===== config.mk =====
export PLATFORM = sky130hd
export DESIGN_NAME = axi_xbar_top
export DESIGN_NICKNAME = d
export VERILOG_FILES = /design/src/source/axi_xbar_pkg.sv /design/src/source/grant_if.sv /design/src/source/channel_arbiter.sv /design/src/source/slave_decoder.sv /design/src/source/write_path.sv /design/src/source/read_path.sv /design/src/source/axi_xbar_top.sv
export VERILOG_INCLUDE_DIRS = /design/src /design/src/source
export SDC_FILE = /design/constraint.sdc
export NUM_CORES = 1
export LEC_CHECK = 0
export BUFFER_PORTS_ARGS = -buffer_cell sky130_fd_sc_hd__buf_2
export CORE_AREA = 10 10 394 396
export DETAILED_ROUTE_END_ITERATION = 8
export DIE_AREA = 0 0 404 406
export PLACE_DENSITY = 0.3
export SLEW_MARGIN = 20
export SYNTH_ARGS = -nofsm -noshare
export SYNTH_HDL_FRONTEND = slang
export SYNTH_SLANG_ARGS = --single-unit
export TNS_END_PERCENT = 1

===== constraint.sdc =====
create_clock -name CLK -period 4.5 [get_ports CLK]
set_input_delay 0.9 -clock CLK [delete_from_list [all_inputs] [get_ports CLK]]
set_output_delay 0.9 -clock CLK [all_outputs]
set_load 0.03 [all_outputs]

===== src/source/axi_xbar_params.svh =====
// Crossbar sizes and slave address windows, included by the package and every RTL file
`ifndef AXI_XBAR_PARAMS_SVH
`define AXI_XBAR_PARAMS_SVH

`define XBAR_MASTERS 2
`define XBAR_SLAVES 5
`define XBAR_WORD 32      // Address and data width
`define XBAR_PROT_W 3
`define XBAR_STRB_W 4

// Window bases
`define XBAR_BASE_0 32'h0000_0000
`define XBAR_BASE_1 32'h0000_0400
`define XBAR_BASE_2 32'h0000_0408
`define XBAR_BASE_3 32'h0000_0410
`define XBAR_BASE_4 32'h0400_0000

// Set bits are ignored when matching
`define XBAR_MASK_0 32'h0000_03FF
`define XBAR_MASK_1 32'h0000_0001
`define XBAR_MASK_2 32'h0000_0001
`define XBAR_MASK_3 32'h0000_000F
`define XBAR_MASK_4 32'h0000_0000

`endif


===== src/source/axi_xbar_pkg.sv =====
// Shared types of the AXI4-lite crossbar, imported by the arbiters, paths and interface
`include "axi_xbar_params.svh"

package axi_xbar_pkg;

	typedef logic [`XBAR_WORD-1:0] addr_t;
	typedef logic [`XBAR_WORD-1:0] data_t;
	typedef logic [`XBAR_PROT_W-1:0] prot_t;
	typedef logic [`XBAR_STRB_W-1:0] strb_t;

	// Agent indices
	typedef logic [$clog2(`XBAR_MASTERS)-1:0] master_idx_t;
	typedef logic [$clog2(`XBAR_SLAVES)-1:0] slave_idx_t;

	typedef logic [`XBAR_MASTERS-1:0] master_vec_t; // One bit per master

	// Per-direction channel state
	typedef enum logic {
		CHAN_IDLE,
		CHAN_BUSY
	} chan_state_t;

endpackage


===== src/source/grant_if.sv =====
// Request, grant and completion link between one channel arbiter and its routing path
`timescale 1ns/1ps

interface grant_if;
	import axi_xbar_pkg::*;

	master_vec_t req;   // Per-master request
	logic        done;  // Response handshake seen
	master_idx_t grant;
	logic        busy;

	modport arb (
		input  req,
		input  done,
		output grant,
		output busy
	);

	modport path (
		output req,
		output done,
		input  grant,
		input  busy
	);

endinterface


===== src/source/channel_arbiter.sv =====
// Round-robin grant pointer with idle/busy tracking, one instance per read or write direction
`timescale 1ns/1ps
`include "axi_xbar_params.svh"

module channel_arbiter (
	input logic CLK,
	input logic RST,
	grant_if.arb bus_o
);
	import axi_xbar_pkg::*;

	master_idx_t grant_q;
	chan_state_t state_q;

	// Pointer walks the masters until it lands on a requester
	always_ff @(posedge CLK) begin
		if (!RST) begin
			state_q <= CHAN_IDLE;
			grant_q <= '0;
		end else begin
			case (state_q)
				CHAN_IDLE: begin
					if (bus_o.req[grant_q]) begin
						state_q <= CHAN_BUSY; // Lock onto this master
					end else if (grant_q == master_idx_t'(`XBAR_MASTERS - 1)) begin
						grant_q <= '0;
					end else begin
						grant_q <= master_idx_t'(grant_q + 1'b1);
					end
				end
				CHAN_BUSY: begin
					// Pointer frozen until the response completes
					if (bus_o.done) begin
						state_q <= CHAN_IDLE;
					end
				end
				default: begin
					state_q <= CHAN_IDLE;
				end
			endcase
		end
	end

	assign bus_o.grant = grant_q;
	assign bus_o.busy  = (state_q == CHAN_BUSY);

endmodule


===== src/source/slave_decoder.sv =====
// Address to slave index decode over the fixed window map, lowest matching slave wins
`timescale 1ns/1ps
`include "axi_xbar_params.svh"

module slave_decoder (
	input  axi_xbar_pkg::addr_t      addr_i,
	output axi_xbar_pkg::slave_idx_t slave_o,
	output logic                     hit_o
);
	import axi_xbar_pkg::*;

	localparam addr_t [`XBAR_SLAVES-1:0] slave_base = {
		`XBAR_BASE_4, `XBAR_BASE_3, `XBAR_BASE_2, `XBAR_BASE_1, `XBAR_BASE_0
	};
	localparam addr_t [`XBAR_SLAVES-1:0] slave_mask = {
		`XBAR_MASK_4, `XBAR_MASK_3, `XBAR_MASK_2, `XBAR_MASK_1, `XBAR_MASK_0
	};

	logic [`XBAR_SLAVES-1:0] match;

	// Compare only the bits the mask leaves at zero
	for (genvar i = 0; i < `XBAR_SLAVES; i++) begin : g_win
		assign match[i] = ((addr_i ^ slave_base[i]) & ~slave_mask[i]) == '0;
	end

	// Priority encoder, scanned from the top so the lowest index is last written
	always_comb begin
		slave_o = '0;
		for (int i = `XBAR_SLAVES - 1; i >= 0; i--) begin
			if (match[i]) begin
				slave_o = slave_idx_t'(i);
			end
		end
	end

	assign hit_o = |match; // Any window at all

endmodule


===== src/source/write_path.sv =====
// Write address, data and response routing between the granted master and its decoded slave
`timescale 1ns/1ps
`include "axi_xbar_params.svh"

module write_path (
	input  logic                                        CLK,
	input  logic                                        RST,
	input  axi_xbar_pkg::master_vec_t                   m_awvalid_i,
	input  axi_xbar_pkg::addr_t [`XBAR_MASTERS-1:0]     m_awaddr_i,
	input  axi_xbar_pkg::prot_t [`XBAR_MASTERS-1:0]     m_awprot_i,
	input  axi_xbar_pkg::master_vec_t                   m_wvalid_i,
	input  axi_xbar_pkg::data_t [`XBAR_MASTERS-1:0]     m_wdata_i,
	input  axi_xbar_pkg::strb_t [`XBAR_MASTERS-1:0]     m_wstrb_i,
	input  axi_xbar_pkg::master_vec_t                   m_bready_i,
	output axi_xbar_pkg::master_vec_t                   m_awready_o,
	output axi_xbar_pkg::master_vec_t                   m_wready_o,
	output axi_xbar_pkg::master_vec_t                   m_bvalid_o,
	output logic                [`XBAR_SLAVES-1:0]      s_awvalid_o,
	output axi_xbar_pkg::addr_t [`XBAR_SLAVES-1:0]      s_awaddr_o,
	output axi_xbar_pkg::prot_t [`XBAR_SLAVES-1:0]      s_awprot_o,
	output logic                [`XBAR_SLAVES-1:0]      s_wvalid_o,
	output axi_xbar_pkg::data_t [`XBAR_SLAVES-1:0]      s_wdata_o,
	output axi_xbar_pkg::strb_t [`XBAR_SLAVES-1:0]      s_wstrb_o,
	output logic                [`XBAR_SLAVES-1:0]      s_bready_o,
	input  logic                [`XBAR_SLAVES-1:0]      s_awready_i,
	input  logic                [`XBAR_SLAVES-1:0]      s_wready_i,
	input  logic                [`XBAR_SLAVES-1:0]      s_bvalid_i,
	grant_if.path                                       arb_io
);
	import axi_xbar_pkg::*;

	logic       awvalid_g;
	addr_t      awaddr_g;
	slave_idx_t dec_slave, sel_q, sel;
	logic       dec_hit, hit_q, sel_hit;
	logic       route;

	assign awvalid_g = m_awvalid_i[arb_io.grant];
	assign awaddr_g  = m_awaddr_i[arb_io.grant];

	slave_decoder u_dec (
		.addr_i (awaddr_g),
		.slave_o(dec_slave),
		.hit_o  (dec_hit)
	);

	// Keep the last decode once awaddr is no longer valid, the B response still needs it
	always_ff @(posedge CLK) begin
		if (!RST) begin
			sel_q <= '0;
			hit_q <= 1'b0;
		end else if (awvalid_g) begin
			sel_q <= dec_slave;
			hit_q <= dec_hit;
		end
	end

	assign sel     = awvalid_g ? dec_slave : sel_q;
	assign sel_hit = awvalid_g ? dec_hit : hit_q;
	assign route   = arb_io.busy & sel_hit;

	assign arb_io.req  = m_awvalid_i | m_wvalid_i; // AW or W may come first
	assign arb_io.done = route & s_bvalid_i[sel] & m_bready_i[arb_io.grant];

	// Forward channels to the selected slave only
	for (genvar s = 0; s < `XBAR_SLAVES; s++) begin : g_slave
		logic en;
		assign en             = route && (sel == slave_idx_t'(s));
		assign s_awvalid_o[s] = en & awvalid_g;
		assign s_awaddr_o[s]  = en ? awaddr_g : '0;
		assign s_awprot_o[s]  = en ? m_awprot_i[arb_io.grant] : '0;
		assign s_wvalid_o[s]  = en & m_wvalid_i[arb_io.grant];
		assign s_wdata_o[s]   = en ? m_wdata_i[arb_io.grant] : '0;
		assign s_wstrb_o[s]   = en ? m_wstrb_i[arb_io.grant] : '0;
		assign s_bready_o[s]  = en & m_bready_i[arb_io.grant];
	end

	// Return channels to the granted master only
	for (genvar m = 0; m < `XBAR_MASTERS; m++) begin : g_master
		logic en;
		assign en             = route && (arb_io.grant == master_idx_t'(m));
		assign m_awready_o[m] = en & s_awready_i[sel];
		assign m_wready_o[m]  = en & s_wready_i[sel];
		assign m_bvalid_o[m]  = en & s_bvalid_i[sel];
	end

endmodule


===== src/source/read_path.sv =====
// Read address and read data routing between the granted master and its decoded slave
`timescale 1ns/1ps
`include "axi_xbar_params.svh"

module read_path (
	input  logic                                        CLK,
	input  logic                                        RST,
	input  axi_xbar_pkg::master_vec_t                   m_arvalid_i,
	input  axi_xbar_pkg::addr_t [`XBAR_MASTERS-1:0]     m_araddr_i,
	input  axi_xbar_pkg::prot_t [`XBAR_MASTERS-1:0]     m_arprot_i,
	input  axi_xbar_pkg::master_vec_t                   m_rready_i,
	output axi_xbar_pkg::master_vec_t                   m_arready_o,
	output axi_xbar_pkg::master_vec_t                   m_rvalid_o,
	output axi_xbar_pkg::data_t [`XBAR_MASTERS-1:0]     m_rdata_o,
	output logic                [`XBAR_SLAVES-1:0]      s_arvalid_o,
	output axi_xbar_pkg::addr_t [`XBAR_SLAVES-1:0]      s_araddr_o,
	output axi_xbar_pkg::prot_t [`XBAR_SLAVES-1:0]      s_arprot_o,
	output logic                [`XBAR_SLAVES-1:0]      s_rready_o,
	input  logic                [`XBAR_SLAVES-1:0]      s_arready_i,
	input  logic                [`XBAR_SLAVES-1:0]      s_rvalid_i,
	input  axi_xbar_pkg::data_t [`XBAR_SLAVES-1:0]      s_rdata_i,
	grant_if.path                                       arb_io
);
	import axi_xbar_pkg::*;

	logic       arvalid_g;
	addr_t      araddr_g;
	slave_idx_t dec_slave, sel_q, sel;
	logic       dec_hit, hit_q, sel_hit;
	logic       route;

	assign arvalid_g = m_arvalid_i[arb_io.grant];
	assign araddr_g  = m_araddr_i[arb_io.grant];

	slave_decoder u_dec (
		.addr_i (araddr_g),
		.slave_o(dec_slave),
		.hit_o  (dec_hit)
	);

	// Decode held past the AR handshake for the R beat
	always_ff @(posedge CLK) begin
		if (!RST) begin
			sel_q <= '0;
			hit_q <= 1'b0;
		end else if (arvalid_g) begin
			sel_q <= dec_slave;
			hit_q <= dec_hit;
		end
	end

	assign sel     = arvalid_g ? dec_slave : sel_q;
	assign sel_hit = arvalid_g ? dec_hit : hit_q;
	assign route   = arb_io.busy & sel_hit;

	assign arb_io.req  = m_arvalid_i;
	assign arb_io.done = route & s_rvalid_i[sel] & m_rready_i[arb_io.grant];

	for (genvar s = 0; s < `XBAR_SLAVES; s++) begin : g_slave
		logic en;
		assign en             = route && (sel == slave_idx_t'(s));
		assign s_arvalid_o[s] = en & arvalid_g;
		assign s_araddr_o[s]  = en ? araddr_g : '0;
		assign s_arprot_o[s]  = en ? m_arprot_i[arb_io.grant] : '0;
		assign s_rready_o[s]  = en & m_rready_i[arb_io.grant];
	end

	for (genvar m = 0; m < `XBAR_MASTERS; m++) begin : g_master
		logic en;
		assign en             = route && (arb_io.grant == master_idx_t'(m));
		assign m_arready_o[m] = en & s_arready_i[sel];
		assign m_rvalid_o[m]  = en & s_rvalid_i[sel];
		assign m_rdata_o[m]   = en ? s_rdata_i[sel] : '0; // Zero when not ours
	end

endmodule


===== src/source/axi_xbar_top.sv =====
// Two-master, five-slave AXI4-lite crossbar top with flat per-agent ports
`timescale 1ns/1ps
`include "axi_xbar_params.svh"

module axi_xbar_top (
	input  logic                                 CLK,
	input  logic                                 RST,
	input  logic [`XBAR_MASTERS-1:0]             m_axi_awvalid_i,
	output logic [`XBAR_MASTERS-1:0]             m_axi_awready_o,
	input  logic [`XBAR_MASTERS*`XBAR_WORD-1:0]   m_axi_awaddr_i,
	input  logic [`XBAR_MASTERS*`XBAR_PROT_W-1:0] m_axi_awprot_i,
	input  logic [`XBAR_MASTERS-1:0]             m_axi_wvalid_i,
	output logic [`XBAR_MASTERS-1:0]             m_axi_wready_o,
	input  logic [`XBAR_MASTERS*`XBAR_WORD-1:0]   m_axi_wdata_i,
	input  logic [`XBAR_MASTERS*`XBAR_STRB_W-1:0] m_axi_wstrb_i,
	output logic [`XBAR_MASTERS-1:0]             m_axi_bvalid_o,
	input  logic [`XBAR_MASTERS-1:0]             m_axi_bready_i,
	input  logic [`XBAR_MASTERS-1:0]             m_axi_arvalid_i,
	output logic [`XBAR_MASTERS-1:0]             m_axi_arready_o,
	input  logic [`XBAR_MASTERS*`XBAR_WORD-1:0]   m_axi_araddr_i,
	input  logic [`XBAR_MASTERS*`XBAR_PROT_W-1:0] m_axi_arprot_i,
	output logic [`XBAR_MASTERS-1:0]             m_axi_rvalid_o,
	input  logic [`XBAR_MASTERS-1:0]             m_axi_rready_i,
	output logic [`XBAR_MASTERS*`XBAR_WORD-1:0]   m_axi_rdata_o,
	output logic [`XBAR_SLAVES-1:0]              s_axi_awvalid_o,
	input  logic [`XBAR_SLAVES-1:0]              s_axi_awready_i,
	output logic [`XBAR_SLAVES*`XBAR_WORD-1:0]    s_axi_awaddr_o,
	output logic [`XBAR_SLAVES*`XBAR_PROT_W-1:0]  s_axi_awprot_o,
	output logic [`XBAR_SLAVES-1:0]              s_axi_wvalid_o,
	input  logic [`XBAR_SLAVES-1:0]              s_axi_wready_i,
	output logic [`XBAR_SLAVES*`XBAR_WORD-1:0]    s_axi_wdata_o,
	output logic [`XBAR_SLAVES*`XBAR_STRB_W-1:0]  s_axi_wstrb_o,
	input  logic [`XBAR_SLAVES-1:0]              s_axi_bvalid_i,
	output logic [`XBAR_SLAVES-1:0]              s_axi_bready_o,
	output logic [`XBAR_SLAVES-1:0]              s_axi_arvalid_o,
	input  logic [`XBAR_SLAVES-1:0]              s_axi_arready_i,
	output logic [`XBAR_SLAVES*`XBAR_WORD-1:0]    s_axi_araddr_o,
	output logic [`XBAR_SLAVES*`XBAR_PROT_W-1:0]  s_axi_arprot_o,
	input  logic [`XBAR_SLAVES-1:0]              s_axi_rvalid_i,
	output logic [`XBAR_SLAVES-1:0]              s_axi_rready_o,
	input  logic [`XBAR_SLAVES*`XBAR_WORD-1:0]    s_axi_rdata_i
);

	// Write and read directions arbitrate independently
	grant_if wr_bus ();
	grant_if rd_bus ();

	channel_arbiter u_wr_arb (.CLK(CLK), .RST(RST), .bus_o(wr_bus));
	channel_arbiter u_rd_arb (.CLK(CLK), .RST(RST), .bus_o(rd_bus));

	write_path u_write_path (
		.CLK(CLK), .RST(RST),
		.m_awvalid_i(m_axi_awvalid_i), .m_awaddr_i(m_axi_awaddr_i),
		.m_awprot_i(m_axi_awprot_i), .m_wvalid_i(m_axi_wvalid_i),
		.m_wdata_i(m_axi_wdata_i), .m_wstrb_i(m_axi_wstrb_i),
		.m_bready_i(m_axi_bready_i), .m_awready_o(m_axi_awready_o),
		.m_wready_o(m_axi_wready_o), .m_bvalid_o(m_axi_bvalid_o),
		.s_awvalid_o(s_axi_awvalid_o), .s_awaddr_o(s_axi_awaddr_o),
		.s_awprot_o(s_axi_awprot_o), .s_wvalid_o(s_axi_wvalid_o),
		.s_wdata_o(s_axi_wdata_o), .s_wstrb_o(s_axi_wstrb_o),
		.s_bready_o(s_axi_bready_o), .s_awready_i(s_axi_awready_i),
		.s_wready_i(s_axi_wready_i), .s_bvalid_i(s_axi_bvalid_i),
		.arb_io(wr_bus)
	);

	read_path u_read_path (
		.CLK(CLK), .RST(RST),
		.m_arvalid_i(m_axi_arvalid_i), .m_araddr_i(m_axi_araddr_i),
		.m_arprot_i(m_axi_arprot_i), .m_rready_i(m_axi_rready_i),
		.m_arready_o(m_axi_arready_o), .m_rvalid_o(m_axi_rvalid_o),
		.m_rdata_o(m_axi_rdata_o),
		.s_arvalid_o(s_axi_arvalid_o), .s_araddr_o(s_axi_araddr_o),
		.s_arprot_o(s_axi_arprot_o), .s_rready_o(s_axi_rready_o),
		.s_arready_i(s_axi_arready_i), .s_rvalid_i(s_axi_rvalid_i),
		.s_rdata_i(s_axi_rdata_i),
		.arb_io(rd_bus)
	);

endmodule


==> metrics <==
Final Hold Violating Endpoints=0; CTS buffer count=3; Reg area=248 µm²; drt total wl=109000 µm; CTS max path bufs=2; arrival time at the worst endpoint=3.71 ns; Root Buffer=clkbuf_16; Cell Int Power=0.586 mW; Yosys reg bits=12; MaxCap Viol Count=0; most frequent cells after synthesis=585 x nor2_1, 115 x mux2i_1, 41 x a21oi_1, 41 x buf_2, 39 x clkbuf_1; Least-Margin Pin Slew=1.13 ns; Final WS setup=-0.109 ns; Seq pwr share=0.096; Top FF cell, synth=dfxtp_1; final setup fails=7; # rows=141; synth warn=0; GRT Total Usage=0.121; CP startpoint kind=input pin; flop2flop setup slack=1.15 ns; Final Cell Area=17800 µm²; Final Util=0.121; Fmax=0.217 GHz; post-layout min period=4.61 ns; Initial Utilization=0.0464; global route overflow=0; area post-placement=16500 µm²; drt drc=0; worst skew pair latency=0.26 ns; Power Density=69.0 nW/µm²; mean area per synthesized cell=5.78 µm²; Layout Area Growth over Synthesis=160%; first-pass GRT wire length=136000 µm; Vert. Die Dim=406 µm; hold buffer count at cts=0; H-Tree Depth=1; Worst Path Max Fanout=6; RSZ-0062 raised after global routing=true; clock power share=0.142; Unique masters post-synth=63; Cell Area, Synth=6820 µm²; syn_nets=1589; Multi-input gate area=6630 µm²; Combinational Power Share=0.763; Seq/Total Area, Yosys=0.0352; Post-DP HPWL=98000 µm; WL per Instance=25.1 µm; outcome=finished, violations left; cell count after placement=4284; largest cells by area after synthesis=nor2_1 32%, mux2i_1 17%, o2bb2ai_1 4.6%; NetSw=0.640 mW; IO Pins=1038; FILL cells=17437; EDFF count, synth=0; violated checks=setup timing; Worst Path Class, Setup=in -> out; initial antenna violation count=59; HP Class=reg -> reg; TritonCTS clock tree=built; Fin Clk Skew=0.000893 ns; vias in the first global route=14012; routed vias/inst=3.28; DRT iter0 DRCs=1095; Nets=2797; core area=147000 µm²; Final period util=1.02; drt first pass iters=7; Die ar.=164000 µm²; Gate Count Post-Synth=1180; antenna-violating nets left=0; Slew HR=0.228; Setup TNS=-0.326 ns; largest net degree at the start of global routing=48; pins over their slew limit=0; Sw Share=0.522; P_leak=9.23 nW; Critical Path RT=3.60 ns; FFs w/ async S/R, synth=0; GPL Wtd Cong=0.889; Die Wd=404 µm; top cell type's share of synthesized area=0.322; IO Port Bufs=1037; Peak VDD IR=0.0801 mV; share of layout cells above drive strength 1=0.602; Synth area leader=nor2_1; Non-Filler Instances=4332; vias=14221; Worst-path clk slew=0.04 ns; crit path capture type=output pin; TritonCTS Sinks=12; most frequent cell after synthesis=nor2_1
## power by group through the flow
stage	logic (mW)	clock network [mW]	registers [mW]
finish	0.936	0.174	0.117
CTS	0.934	0.186	0.119
global placement	0.876	0	0.129
global route	1.00	0.191	0.117
floorplan	0.270	0	0.113
detailed placement	0.877	0	0.129
## critical path: stages
cell      delay (ns)
buf_2           0.12
mux2i_4         0.17
buf_12          0.15
nand4b_1        0.15
buf_12          0.18
nor3_4          0.26
buf_6           0.15
a31oi_4         0.10
nor2b_4         0.15
buf_6           0.13
a222oi_1        0.75
buf_4           0.26
a21oi_2         0.06
buf_6           0.14
## cell usage in the layout (no fill, tap or decap), drive strengths merged, types with 13 or more instances in the layout
cell     netlist  layout
nor4          17      17
a211oi        25      25
buf           64    1295
nand2         35      35
mux2i        119     119
nor2         585     585
clkbuf        39      13
diode          0      16
nor2b         27      27
nor3          14      14
o2bb2ai       36      36
a21oi         41      41
a32o          30      30
## cell type report
cell class | count | area share
Sequential cell | 12 | 0.0139
Clock buffer | 3 | 0.00423
Inverter | 5 | 0.00106
Timing Repair Buffer | 1306 | 0.470
Antenna cell | 16 | 0.00225
Multi-Input combinational cell | 1060 | 0.373
Tap cell | 1930 | 0.136
## repair_timing
item	4_1_cts	5_1_grt
gates resized for setup	78	197
cloned	1	0
pin swaps	17	14
buffers inserted	18	10
endpoints found under the setup margin	600	566
## worst paths after layout
kind                                                        start                              to  depth (start not counted)
worst min register to register      u_write_path.hit_q$_SDFF_PN0_   u_write_path.hit_q$_SDFF_PN0_                          2
worst max register to register  u_wr_arb.bus_o.grant$_SDFFE_PN0P_  u_wr_arb.bus_o.busy$_SDFF_PN0_                         12
worst min-delay path                u_write_path.hit_q$_SDFF_PN0_   u_write_path.hit_q$_SDFF_PN0_                          2
worst max-delay path                           m_axi_araddr_i[43]               m_axi_rdata_o[35]                         14
## cell families (layout without fill, tap and decap cells)
kind of cell    count (synthesis)  in the layout  synth area share
compound gates                190            190             0.222
buf+inv                       108           1314            0.0862
mux                           131            131             0.197
simple gates                  739            739             0.460
flops                          12             12            0.0352
other cells                     0             16                 0
## registers in the layout, summed over array words and instances (netlist names)
signal                cells
u_rd_arb.bus_o.busy       1
u_rd_arb.bus_o.grant      1
u_read_path.hit_q         1
u_read_path.sel_q         3
u_wr_arb.bus_o.busy       1
u_wr_arb.bus_o.grant      1
u_write_path.hit_q        1
u_write_path.sel_q        3
## metal layers
layer | wire (µm) | vias up | global-route usage
met1 | 40800 | 6814 | 0.136
met3 | 9350 | 116 | 0.0389
met2 | 56700 | 747 | 0.227
met4 | 1620 | 32 | 0.0146
met5 | 195 | - | 0
li1 | - | 6512 | -
## per-stage QoR
| stage | power, mW | hold slack [ns] | worst slack [ns] |
|---|---|---|---|
| 2_1_floorplan | 0.384 | 0.463 | 0.183 |
| 3_3_place_gp | 1.00 | 0.500 | -1.09 |
| 3_5_place_dp | 1.01 | 0.502 | -1.04 |
| 4_1_cts | 1.24 | 0.512 | -0.214 |
| 5_1_grt | 1.31 | 0.577 | -0.203 |
| 6_report | 1.23 | 0.511 | -0.109 |
Note: power is estimated with default switching activity, not from simulation.
